$ cat src/awg_pkg.sv
// sizes, vector types, trigger mode codes, state enums and stage structs
`default_nettype none

package awg_pkg;

  //////////////////////////////////////////////////////////////////////
  // sizes
  //////////////////////////////////////////////////////////////////////
  localparam int channels = 2;
  localparam int depth = 16;
  localparam int parallel_samples = 2;
  localparam int sample_width = 16;
  localparam int word_width = parallel_samples * sample_width;
  localparam int addr_width = $clog2(depth);
  // keep at least one bit even for a single channel
  localparam int chan_width = (channels > 1) ? $clog2(channels) : 1;
  localparam int burst_width = 16;

  //////////////////////////////////////////////////////////////////////
  // vector types
  //////////////////////////////////////////////////////////////////////
  typedef logic [word_width-1:0]  word_t;
  typedef logic [addr_width-1:0]  addr_t;
  typedef logic [chan_width-1:0]  chan_t;
  typedef logic [burst_width-1:0] burst_len_t;
  // 0 and 3 give no trigger
  typedef logic [1:0]             trig_mode_t;

  localparam trig_mode_t trig_burst = 2'd1;   // first frame of the burst only
  localparam trig_mode_t trig_frame = 2'd2;   // start of every frame

  //////////////////////////////////////////////////////////////////////
  // state machines
  //////////////////////////////////////////////////////////////////////
  typedef enum logic [1:0] {load_idle, load_accepting, load_blocking} load_state_t;
  typedef enum logic {play_idle, play_active} play_state_t;

  //////////////////////////////////////////////////////////////////////
  // stage structs
  //////////////////////////////////////////////////////////////////////
  typedef struct packed {
    addr_t      addr_max;     // last address of the frame
    trig_mode_t trig_mode;
    burst_len_t burst_last;   // frames minus one
  } chan_cfg_t;

  typedef struct packed {
    logic  en;
    chan_t chan;
    addr_t addr;
    word_t data;
  } buf_write_t;

  typedef struct packed {
    addr_t [channels-1:0] addr;
    logic  [channels-1:0] blank;
    logic  [channels-1:0] trig;
  } read_req_t;

endpackage

`default_nettype wire

$ cat src/awg_loader.sv
// waveform loader: configuration registers, load FSM, start/stop pulses, buffer write pointer
`timescale 1ns/1ps
`default_nettype none

module awg_loader import awg_pkg::*; (
  input  logic                       dac_clk,
  input  logic                       dma_reset,
  // frame depth per channel, also kicks off a load
  input  logic                       depth_cfg_valid,
  output logic                       depth_cfg_ready,
  input  addr_t      [channels-1:0]  depth_cfg_data,
  // trigger mode per channel
  input  logic                       trig_cfg_valid,
  output logic                       trig_cfg_ready,
  input  trig_mode_t [channels-1:0]  trig_cfg_data,
  // frames per burst, per channel
  input  logic                       burst_cfg_valid,
  output logic                       burst_cfg_ready,
  input  burst_len_t [channels-1:0]  burst_cfg_data,
  // {start, stop}
  input  logic                       start_stop_valid,
  output logic                       start_stop_ready,
  input  logic       [1:0]           start_stop_data,
  // waveform words
  input  logic                       wave_valid,
  output logic                       wave_ready,
  input  word_t                      wave_data,
  input  logic                       wave_last,
  // burst finished, from the sequencer
  input  logic                       done,
  output chan_cfg_t  [channels-1:0]  cfg,
  output logic                       start,
  output logic                       stop,
  output buf_write_t                 wr
);

  load_state_t         state;
  logic                wave_accept;
  // registered input word
  logic                wr_en_q;
  word_t               wr_data_q;
  // write pointer
  chan_t               wr_chan;
  addr_t               wr_addr;
  logic [channels-1:0] wr_done;
  logic                wr_fire;
  logic                frame_end;
  logic                load_end;

  //////////////////////////////////////////////////////////////////////
  // stream handshakes
  //////////////////////////////////////////////////////////////////////
  assign depth_cfg_ready  = state == load_idle;
  assign trig_cfg_ready   = state == load_idle;
  assign burst_cfg_ready  = state == load_idle;
  assign wave_ready       = state == load_accepting;
  // playback may be started or stopped unless the buffer is being filled
  assign start_stop_ready = state != load_accepting;

  assign wave_accept = wave_valid & wave_ready;

  // a channel that has its whole frame takes no more words
  assign wr_fire   = wr_en_q & ~wr_done[wr_chan];
  assign frame_end = wr_addr == cfg[wr_chan].addr_max;
  // host ends with last, or last address of last channel got written
  assign load_end  = (wave_accept & wave_last)
                   | (wr_fire & frame_end & (wr_chan == chan_t'(channels - 1)));

  //////////////////////////////////////////////////////////////////////
  // load FSM
  //////////////////////////////////////////////////////////////////////
  always_ff @(posedge dac_clk) begin
    if (dma_reset) begin
      state <= load_idle;
    end else begin
      case (state)
        load_idle: if (depth_cfg_valid & depth_cfg_ready) state <= load_accepting;
        load_accepting: if (load_end) state <= load_blocking;
        load_blocking: if (stop | done) state <= load_idle;
        default: state <= load_idle;
      endcase
    end
  end

  // configuration and command pulses
  always_ff @(posedge dac_clk) begin
    if (dma_reset) begin
      cfg   <= '0;
      start <= 1'b0;
      stop  <= 1'b0;
    end else begin
      for (int ch = 0; ch < channels; ch++) begin
        if (depth_cfg_valid & depth_cfg_ready) begin
          cfg[ch].addr_max <= depth_cfg_data[ch];
        end
        if (trig_cfg_valid & trig_cfg_ready) begin
          cfg[ch].trig_mode <= trig_cfg_data[ch];
        end
        // stored as frames minus one, zero frames not supported
        if (burst_cfg_valid & burst_cfg_ready) begin
          cfg[ch].burst_last <= burst_cfg_data[ch] - 1'b1;
        end
      end
      // single-cycle pulses
      if (start_stop_valid & start_stop_ready) begin
        {start, stop} <= start_stop_data;
      end else begin
        {start, stop} <= 2'b00;
      end
    end
  end

  //////////////////////////////////////////////////////////////////////
  // write path
  //////////////////////////////////////////////////////////////////////
  always_ff @(posedge dac_clk) begin
    wr_data_q <= wave_data;
  end

  always_ff @(posedge dac_clk) begin
    if (dma_reset) begin
      wr_en_q <= 1'b0;
      wr_chan <= '0;
      wr_addr <= '0;
      wr_done <= '0;
    end else begin
      wr_en_q <= wave_accept;
      if (state == load_idle) begin
        wr_chan <= '0;
        wr_addr <= '0;
        wr_done <= '0;
      end else if (wr_fire) begin
        if (frame_end) begin
          // frame complete, wrap and move to next channel
          wr_addr <= '0;
          wr_done[wr_chan] <= 1'b1;
          if (wr_chan == chan_t'(channels - 1)) begin
            wr_chan <= '0;
          end else begin
            wr_chan <= chan_t'(wr_chan + 1'b1);
          end
        end else begin
          wr_addr <= addr_t'(wr_addr + 1'b1);
        end
      end
    end
  end

  assign wr.en   = wr_fire;
  assign wr.chan = wr_chan;
  assign wr.addr = wr_addr;
  assign wr.data = wr_data_q;

endmodule

`default_nettype wire

$ cat src/awg_buffer.sv
// per-channel waveform memories with a two-stage registered read
`timescale 1ns/1ps
`default_nettype none

module awg_buffer import awg_pkg::*; (
  input  logic                   dac_clk,
  input  buf_write_t             wr,
  input  addr_t [channels-1:0]   rd_addr,
  output word_t [channels-1:0]   rd_data
);

  //////////////////////////////////////////////////////////////////////
  // one memory per channel
  //////////////////////////////////////////////////////////////////////
  for (genvar ch = 0; ch < channels; ch++) begin : g_chan
    word_t mem [depth];
    // memory output register
    word_t mem_q;
    // second pipeline stage
    word_t pipe_q;

    // only the channel under the write pointer takes the word
    always_ff @(posedge dac_clk) begin
      if (wr.en && (wr.chan == chan_t'(ch))) begin
        mem[wr.addr] <= wr.data;
      end
    end

    // every channel reads each cycle, two cycles to rd_data
    always_ff @(posedge dac_clk) begin
      mem_q  <= mem[rd_addr[ch]];
      pipe_q <= mem_q;
    end

    assign rd_data[ch] = pipe_q;
  end

endmodule

`default_nettype wire

$ cat src/awg_sequencer.sv
// playback FSM, per-channel address and frame counters, trigger, blank and done generation
`timescale 1ns/1ps
`default_nettype none

module awg_sequencer import awg_pkg::*; (
  input  logic                       dac_clk,
  input  logic                       dma_reset,
  input  chan_cfg_t [channels-1:0]   cfg,
  input  logic                       start,
  input  logic                       stop,
  output read_req_t                  req,
  output logic                       done
);

  play_state_t                state;
  logic                       active;
  addr_t      [channels-1:0]  addr_q;
  burst_len_t [channels-1:0]  frame_q;
  // set after the final address of the final frame
  logic       [channels-1:0]  chan_done;
  logic                       all_done;
  logic       [channels-1:0]  blank_m;
  logic       [channels-1:0]  trig_m;

  assign active   = state == play_active;
  assign all_done = &chan_done;

  //////////////////////////////////////////////////////////////////////
  // playback FSM
  //////////////////////////////////////////////////////////////////////
  always_ff @(posedge dac_clk) begin
    if (dma_reset) begin
      state <= play_idle;
    end else begin
      case (state)
        play_idle: if (start) state <= play_active;
        play_active: if (stop | all_done) state <= play_idle;
        default: state <= play_idle;
      endcase
    end
  end

  // leaves play_active on the same edge, so this is one cycle wide
  always_ff @(posedge dac_clk) begin
    if (dma_reset) begin
      done <= 1'b0;
    end else begin
      done <= active & all_done;
    end
  end

  //////////////////////////////////////////////////////////////////////
  // address and frame counters
  //////////////////////////////////////////////////////////////////////
  always_ff @(posedge dac_clk) begin
    if (dma_reset) begin
      addr_q    <= '0;
      frame_q   <= '0;
      chan_done <= '0;
    end else if (!active) begin
      // idle, park everything at the start of the frame
      addr_q    <= '0;
      frame_q   <= '0;
      chan_done <= '0;
    end else begin
      for (int ch = 0; ch < channels; ch++) begin
        if (addr_q[ch] == cfg[ch].addr_max) begin
          addr_q[ch] <= '0;
          // end of frame, count it or close the burst
          if (frame_q[ch] == cfg[ch].burst_last) begin
            frame_q[ch]   <= '0;
            chan_done[ch] <= 1'b1;
          end else begin
            frame_q[ch] <= burst_len_t'(frame_q[ch] + 1'b1);
          end
        end else begin
          addr_q[ch] <= addr_t'(addr_q[ch] + 1'b1);
        end
      end
    end
  end

  //////////////////////////////////////////////////////////////////////
  // blank and trigger masks, aligned with addr_q
  //////////////////////////////////////////////////////////////////////
  always_comb begin
    for (int ch = 0; ch < channels; ch++) begin
      blank_m[ch] = chan_done[ch] | ~active;
      trig_m[ch]  = 1'b0;
      // first word of a frame on a channel still playing
      if (active && !chan_done[ch] && (addr_q[ch] == '0)) begin
        if (cfg[ch].trig_mode == trig_frame) begin
          trig_m[ch] = 1'b1;
        end else if ((cfg[ch].trig_mode == trig_burst) && (frame_q[ch] == '0)) begin
          trig_m[ch] = 1'b1;
        end
      end
    end
  end

  assign req.addr  = addr_q;
  assign req.blank = blank_m;
  assign req.trig  = trig_m;

endmodule

`default_nettype wire

$ cat src/awg_output.sv
// output stage: mask delay to memory latency, zeroing of blanked channels, output registers
`timescale 1ns/1ps
`default_nettype none

module awg_output import awg_pkg::*; (
  input  logic                   dac_clk,
  input  logic                   dma_reset,
  input  word_t [channels-1:0]   rd_data,
  input  logic  [channels-1:0]   blank,
  input  logic  [channels-1:0]   trig,
  output word_t [channels-1:0]   dac_data,
  output logic  [channels-1:0]   dac_trigger
);

  // two stages, same as the buffer read
  logic [1:0][channels-1:0] blank_pipe;
  logic [1:0][channels-1:0] trig_pipe;

  //////////////////////////////////////////////////////////////////////
  // flag delay
  //////////////////////////////////////////////////////////////////////
  always_ff @(posedge dac_clk) begin
    if (dma_reset) begin
      // start blanked so nothing stale reaches the DAC
      blank_pipe <= '1;
      trig_pipe  <= '0;
    end else begin
      blank_pipe <= {blank_pipe[0], blank};
      trig_pipe  <= {trig_pipe[0], trig};
    end
  end

  //////////////////////////////////////////////////////////////////////
  // output registers
  //////////////////////////////////////////////////////////////////////
  always_ff @(posedge dac_clk) begin
    if (dma_reset) begin
      dac_data    <= '0;
      dac_trigger <= '0;
    end else begin
      dac_trigger <= trig_pipe[1];
      for (int ch = 0; ch < channels; ch++) begin
        // finished or idle channels send zeros
        if (blank_pipe[1][ch]) begin
          dac_data[ch] <= '0;
        end else begin
          dac_data[ch] <= rd_data[ch];
        end
      end
    end
  end

endmodule

`default_nettype wire

$ cat src/awg_top.sv
// waveform generator top: loader, buffer, sequencer and output stage
`timescale 1ns/1ps
`default_nettype none

module awg_top import awg_pkg::*; (
  input  logic                       dac_clk,
  input  logic                       dma_reset,
  // host configuration streams
  input  logic                       depth_cfg_valid,
  output logic                       depth_cfg_ready,
  input  addr_t      [channels-1:0]  depth_cfg_data,
  input  logic                       trig_cfg_valid,
  output logic                       trig_cfg_ready,
  input  trig_mode_t [channels-1:0]  trig_cfg_data,
  input  logic                       burst_cfg_valid,
  output logic                       burst_cfg_ready,
  input  burst_len_t [channels-1:0]  burst_cfg_data,
  input  logic                       start_stop_valid,
  output logic                       start_stop_ready,
  input  logic       [1:0]           start_stop_data,
  // waveform stream
  input  logic                       wave_valid,
  output logic                       wave_ready,
  input  word_t                      wave_data,
  input  logic                       wave_last,
  // DAC side
  output word_t      [channels-1:0]  dac_data,
  output logic       [channels-1:0]  dac_trigger
);

  buf_write_t                wr;
  chan_cfg_t [channels-1:0]  cfg;
  logic                      start;
  logic                      stop;
  logic                      done;
  read_req_t                 req;
  word_t     [channels-1:0]  rd_data;

  //////////////////////////////////////////////////////////////////////
  // load side
  //////////////////////////////////////////////////////////////////////
  awg_loader loader_i (
    .dac_clk          (dac_clk),
    .dma_reset        (dma_reset),
    .depth_cfg_valid  (depth_cfg_valid),
    .depth_cfg_ready  (depth_cfg_ready),
    .depth_cfg_data   (depth_cfg_data),
    .trig_cfg_valid   (trig_cfg_valid),
    .trig_cfg_ready   (trig_cfg_ready),
    .trig_cfg_data    (trig_cfg_data),
    .burst_cfg_valid  (burst_cfg_valid),
    .burst_cfg_ready  (burst_cfg_ready),
    .burst_cfg_data   (burst_cfg_data),
    .start_stop_valid (start_stop_valid),
    .start_stop_ready (start_stop_ready),
    .start_stop_data  (start_stop_data),
    .wave_valid       (wave_valid),
    .wave_ready       (wave_ready),
    .wave_data        (wave_data),
    .wave_last        (wave_last),
    .done             (done),
    .cfg              (cfg),
    .start            (start),
    .stop             (stop),
    .wr               (wr)
  );

  awg_buffer buffer_i (
    .dac_clk (dac_clk),
    .wr      (wr),
    .rd_addr (req.addr),
    .rd_data (rd_data)
  );

  //////////////////////////////////////////////////////////////////////
  // playback side
  //////////////////////////////////////////////////////////////////////
  awg_sequencer sequencer_i (
    .dac_clk   (dac_clk),
    .dma_reset (dma_reset),
    .cfg       (cfg),
    .start     (start),
    .stop      (stop),
    .req       (req),
    .done      (done)
  );

  awg_output output_i (
    .dac_clk     (dac_clk),
    .dma_reset   (dma_reset),
    .rd_data     (rd_data),
    .blank       (req.blank),
    .trig        (req.trig),
    .dac_data    (dac_data),
    .dac_trigger (dac_trigger)
  );

endmodule

`default_nettype wire

$ cat config.mk
export PLATFORM = sky130hd
export DESIGN_NAME = awg_top
export DESIGN_NICKNAME = d
export VERILOG_FILES = /design/src/awg_pkg.sv /design/src/awg_loader.sv /design/src/awg_buffer.sv /design/src/awg_sequencer.sv /design/src/awg_output.sv /design/src/awg_top.sv
export SDC_FILE = /design/constraint.sdc
export NUM_CORES = 1
export LEC_CHECK = 0
export ABC_AREA = 1
export BUFFER_PORTS_ARGS = -buffer_cell sky130_fd_sc_hd__buf_2
export CAP_MARGIN = 5
export CORE_MARGIN = 2
export CORE_UTILIZATION = 65
export CTS_BUF_LIST = sky130_fd_sc_hd__clkbuf_4 sky130_fd_sc_hd__clkbuf_8
export DETAILED_ROUTE_END_ITERATION = 16
export PLACE_DENSITY_LB_ADDON = 0.25
export SLEW_MARGIN = 20
export SYNTH_ARGS = -nofsm -noshare
export SYNTH_HDL_FRONTEND = slang
export SYNTH_HIERARCHICAL = 1
export SYNTH_SLANG_ARGS = --single-unit
$ cat constraint.sdc
create_clock -name dac_clk -period 3.3 [get_ports dac_clk]
set_input_delay 0.165 -clock dac_clk [delete_from_list [all_inputs] [get_ports dac_clk]]
set_output_delay 0.165 -clock dac_clk [all_outputs]
set_load 0.02 [all_outputs]
After elaboration in Yosys (flattened, before gate mapping). Memory sizes are Yosys's and may differ from the RTL's. A register that Yosys moved wholly into a read port is not among the register bits. Index checks and enable logic that the tools add are counted.

Flip-flop bits (word level): 270. RAM bits: 1024. Output and inout bits: 71. Word-level logic and storage cells: 136. Memories: 2.

Memories: buffer_i.g_chan[0].mem (depth 16, bits a word 32, read ports 1, clocked after Yosys merged registers in 1, wr ports 1, RTL line awg_buffer.sv:16) `word_t mem [depth];`; buffer_i.g_chan[1].mem (depth 16, bits a word 32, read ports 1, clocked after Yosys merged registers in 1, wr ports 1, RTL line awg_buffer.sv:16).

$add $sub $neg: 8. Order comparisons: 2. Equal/unequal tests: 15. Muxes and demuxes: 25. Bitwise operators: 22. Reduce and logical (&&, ||, !) cells: 30.

Operators with widths (count): $mux W22 (2); $add A16 B1 Y16 const B (2); $eq A16 B16 Y1 (2); $logic_not A16 Y1 (2); $mux W16 (2); $sub A16 B1 Y16 const B (2); $mux W1 (14); $reduce_or A2 Y1 (7); $add A4 B1 Y4 const B (3); $eq A4 B4 Y1 (3); $and A1 B1 Y1 (10); $logic_and A1 B1 Y1 (9); $logic_not A4 Y1 (2); $reduce_and A2 Y1 (4); $eq A2 B1 Y1 const B (3); $eq A2 B2 Y1 const B (3); $mux W2 (3); $not A1 Y1 (6); $pmux W2 S3 (1); $reduce_or A3 Y1 (2); $or A1 B1 Y1 (5); $mux W4 (1); $ne A2 B1 Y1 const B (2); $ne A2 B2 Y1 const B (2); other kinds (9) (10).

Longest topological paths before layout.
Word-level depth: 9. Depth in mapped cells: 11. Depth with buffers taken out: 10.

Modules after synthesis. Netlist, hierarchy kept.

Modules (own cells, without submodules): awg_buffer (times used 1, cells each 4317, area each 46746.1 µm², seq. area each 33311.9 µm²); awg_loader (times used 1, cells each 433, area each 3503.4 µm², seq. area each 1761.7 µm²); awg_sequencer (times used 1, cells each 557, area each 3294.4 µm², seq. area each 880.8 µm²); awg_output (times used 1, cells each 230, area each 2169.6 µm², seq. area each 1481.4 µm²).

Worst setup path after synthesis. OpenSTA, ideal clock, no wires.

Path type: register -> register. From: reg loader_i.wr_chan. To: mem buffer_i/g_chan[0].mem[15][0] (netlist bit), enable pin. Arrival: 2526 ps. Data required time: 2879 ps. Slack: 353 ps. Cell stages (with the launch flop): 9. Clock period less this slack: 2947 ps. Path through: dfxtp_1 -> buf_6 -> nand2_4 -> nand2_4 -> nor2_8 -> buf_4 -> nand2_1 -> clkbuf_1 -> nor2_1.

Word-level cells in the longest chain between the ends: 7. Elaborated cells on any way between the ends: 8. Those cells by class: mux: 4; bitwise: 3; reduce/logical: 1.

RTL lines: start: declaration (RTL line awg_loader.sv:43) `chan_t wr_chan;`; start signal: assignment (RTL line awg_loader.sv:140) `wr_chan <= chan_t'(wr_chan + 1'b1);`; $mux W1 (implied by the code) (2 in series) (RTL line awg_loader.sv:63) `assign wr_fire = wr_en_q & ~wr_done[wr_chan];`; $not A1 Y1 (RTL line awg_loader.sv:63); $and A1 B1 Y1 (RTL line awg_loader.sv:63); via loader_i.wr_fire (RTL line awg_loader.sv:46) `logic wr_fire;`; $logic_and A1 B1 Y1 (RTL line awg_buffer.sv:24) `if (wr.en && (wr.chan == chan_t'(ch))) begin`; $mux W1 (RTL line awg_buffer.sv:24); $mux W1 (implied by the code) (RTL line awg_buffer.sv:25) `mem[wr.addr] <= wr.data;`; end: declaration (RTL line awg_buffer.sv:16).

The timed path passes the listed nets, and every way through them passes these cells. The select of a mux whose other input is x is not followed.

Worst setup path after layout.
From: reg loader_i.state[1]. To: reg loader_i/cfg[35] (netlist name).

Word-level cells in the longest chain between the ends: 2.

RTL lines: start: declaration (RTL line awg_loader.sv:37) `load_state_t state;`; start signal: assignment (RTL line awg_loader.sv:74) `state <= load_idle;`; start signal: assignment (RTL line awg_loader.sv:77) `load_idle: if (depth_cfg_valid & depth_cfg_ready) state <= load_accepting;`; start signal: assignment (RTL line awg_loader.sv:78) `load_accepting: if (load_end) state <= load_blocking;`; $logic_not A2 Y1 (RTL line awg_loader.sv:55) `assign burst_cfg_ready = state == load_idle;`; $and A1 B1 Y1 (RTL line awg_loader.sv:100) `if (burst_cfg_valid & burst_cfg_ready) begin`.

Every way passes these cells. A chain may end at the register's enable or synchronous reset.

==> metrics.md <==
| Metric | Value |
|---|---|
| Root Driver | `clkbuf_8` |
| HPWL after detailed placement | `73700 µm` |
| H-tree levels | `4` |
| Fin util | `75.0%` |
| Max Clk Rate | `0.307 GHz` |
| First-pass GRT wire length | `213000 µm` |
| Drt initial violations | `4539` |
| Period minus WS final | `3.25 ns` |
| DRC violations left | `0` |
| TritonCTS clock tree | `built` |
| Most common cell after layout, fill and taps aside | `nand2_1` |
| Post-layout nets | `6040` |
| Max-slew headroom | `15.8%` |
| Clock sink total | `1358` |
| Core Box Area | `0.0850 mm²` |
| Max-cap viol count | `0` |
| Initial antenna violation count | `7` |
| CTS max path bufs | `3` |
| Power per standard cell area | `536 mW/mm²` |
| Total Wirelength | `138000 µm` |
| Status | `complete, no violations` |
| Synth async-reset ratio | `0%` |
| Startpoint Class | `register` |
| Fillers | `5370` |
| Yosys reg bits | `1358` |
| Fin. max-slew vios | `0` |
| Cell total after placement | `6691` |
| Worst Path Max Fanout | `27` |
| Hold crit path type | `input port to register` |
| Most frequent cells in the layout | `1609 x nand2_1, 1024 x edfxtp_1, 983 x inv_1` |
| Fin cells | `7275` |
| Num CTS Buffers | `206` |
| Post-synthesis cell area | `0.0557 mm²` |
| Clock slew at reported path FFs | `0.07 ns` |
| Area occupied by multi-input gates | `0.0130 mm²` |
| Total placed instance area | `0.0576 mm²` |
| Setup Viol. Count Final | `0` |
| Gr usage total | `31.3%` |
| Area of the die | `0.0881 mm²` |
| Post-place setup slack | `0.642 ns` |
| Reg area | `0.0375 mm²` |
| Crit path DAT | `3.99 ns` |
| Post-route cell area | `0.0638 mm²` |
| Post-synth net total | `5634` |
| Clk_skew | `0.0536 ns` |
| Vias in the first global route | `38700` |
| Syn Area/Cell | `10.1 µm²` |
| Worst Max-Slew Pin Slew | `1.26 ns` |
| Final period utilization | `98.6%` |
| Worst-Skew Late Latency | `0.89 ns` |
| Synth Warn # | `6` |
| Die X | `297 µm` |
| Flop-to-flop setup slack | `0.05 ns` |
| Row cnt | `107` |
| Vias | `39500` |
| Syn Inst Count | `5537` |
| Remaining antenna violation count | `0` |
| Buffers on Ports | `156` |
| Drt via density | `5.43` |
| P&R area growth vs syn | `14.5%` |
| Initial Util | `65.5%` |
| Ratio of cells with drive above 1 in the final layout | `12.8%` |
| Fin worst setup slack | `0.0466 ns` |
| Worst Path Required | `4.04 ns` |
| P_leak | `27.7 nW` |
| Number of primary I/O pins | `157` |
| DIE HEIGHT | `297 µm` |
| Crit Path Class | `register to register` |
| Netlist cell types | `43` |
| TritonRoute pass-1 iters | `6` |
| Worst Setup End Kind | `register` |
| GPL Wtd Cong | `0.883` |
| VDD IR-drop max | `0.000450 V` |
| Post-synth EDFFs | `1024` |
| Hold Fails Final Rpt | `0` |
| Global route overflow | `0` |
| Dominant synthesized flop cell | `edfxtp_1` |
| Largest net degree at the start of global routing | `217` |
| Routed len/inst | `19.0 µm` |
| Register area share after synthesis | `67.2%` |
| Fin Hold WS | `0.153 ns` |
-- per-layer routing --
| metal | global-route usage (%) | share of wire [%] | vias up |
|---|---|---|---|
| li1 | - | - | 18400 |
| met1 | 41.1 | 39 | 18600 |
| met2 | 50.9 | 48 | 2091 |
| met3 | 6.08 | 9.4 | 384 |
| met4 | 14.3 | 3.8 | 2 |
| met5 | 0 | 0.0094 | - |
-- per-stage QoR --
stage                      TNS (ns)  total power, mW
after detailed placement          0             20.1
after global placement            0             20.1
after CTS                         0             34.2
final                             0             34.2
after floorplan                   0             19.7
after global routing      -0.000107             35.1
-- final timing paths --
kind,start,to,cells after the start
max,loader_i/state[1],loader_i/cfg[35],9
min,burst_cfg_data[0],loader_i/cfg[0],3
max reg2reg,loader_i/state[1],loader_i/cfg[35],9
min reg2reg,buffer_i/g_chan[1].mem_q[10],buffer_i/g_chan[1].pipe_q[10],0
-- state kept, by name, indices dropped and copies added (netlist names), 8 cells and up --
register / flops
buffer_i/g_chan.mem: 1024
buffer_i/g_chan.mem_q: 64
buffer_i/g_chan.pipe_q: 64
loader_i/cfg: 44
loader_i/wr_data_q: 32
output_i/dac_data: 64
sequencer_i/frame_q: 32
sequencer_i/req: 8
-- critical path, stage by stage, from the launching register on --
cell and delay [ns]:
dfxtp_1 0.35, nor2_2 0.37, nand2_2 0.33, clkinv_2 0.36, buf_4 0.36, nand3_1 0.14
dlygate4sd3_1 0.58, nand2_1 0.07, dlygate4sd3_1 0.55, inv_1 0.04
-- area by class of cell --
cell class              count  area share [%]
inverters                1027            6.08
clock inverters            62           0.590
multi-input cells        2913            20.5
well taps                1144            2.24
flip-flops and latches   1358            58.7
repair buffers            437            5.71
clock buffers             326            6.15
diodes                      8          0.0314
-- cells by family (layout without fill, tap and decap cells) --
group | count (synthesis) | count (layout) | synth area share (%)
and+or+nand+nor | 2781 | 2781 | 21.4
DFF | 1358 | 1358 | 67.2
buffers and inverters | 1266 | 1852 | 9.83
AOI/OAI and AO/OA | 86 | 86 | 0.831
xor gates and xnor gates | 35 | 35 | 0.550
adders and majority gates | 11 | 11 | 0.247
other | 0 | 8 | 0
-- cells in the mapped netlist, types with 2 or more instances --
| library cell | n | area, µm² |
|---|---|---|
| or2_2 | 5 | 31.3 |
| edfxtp_1 | 1024 | 30700 |
| nand2_2 | 4 | 25.0 |
| buf_8 | 2 | 30.0 |
| ha_1 | 11 | 138 |
| nand2_1 | 1610 | 6040 |
| nand3_2 | 7 | 70.1 |
| nand3_1 | 810 | 4050 |
| nand3b_1 | 4 | 30.0 |
| nor2_4 | 8 | 90.1 |
| inv_1 | 985 | 3700 |
| buf_4 | 26 | 195 |
| inv_4 | 3 | 18.8 |
| nor2_2 | 46 | 288 |
| o221ai_1 | 2 | 17.5 |
| a31oi_1 | 6 | 37.5 |
| nor3_1 | 9 | 45.0 |
| nor4_1 | 4 | 25.0 |
| clkbuf_1 | 33 | 124 |
| xnor2_1 | 8 | 70.1 |
| a21oi_1 | 25 | 125 |
| buf_1 | 23 | 86.3 |
| nand2_4 | 9 | 101 |
| buf_2 | 94 | 470 |
| nor2_1 | 235 | 882 |
| o21ai_0 | 40 | 200 |
| xor2_1 | 27 | 236 |
| nand4_1 | 26 | 163 |
| o21ai_1 | 7 | 35.0 |
| buf_6 | 59 | 664 |
| buf_12 | 2 | 40.0 |
| inv_2 | 38 | 143 |
| o211ai_1 | 2 | 15.0 |
| dfxtp_1 | 334 | 6690 |
-- timing repair --
action                     CTS  global route
hold buffers               188             0
setup endpoints to repair    0             1
hold endpoints to repair    92             0
buffers inserted             0             0
gates resized for setup      0             2
-- where the power goes --
part | internal [mW] | switching (mW) | leakage (nW)
Combinational | 0.501 | 0.923 | 13.4
Sequential | 18.5 | 0.150 | 12.0
Clock | 7.71 | 6.43 | 2.30
No activity file was read; power rests on OpenSTA's default activity.
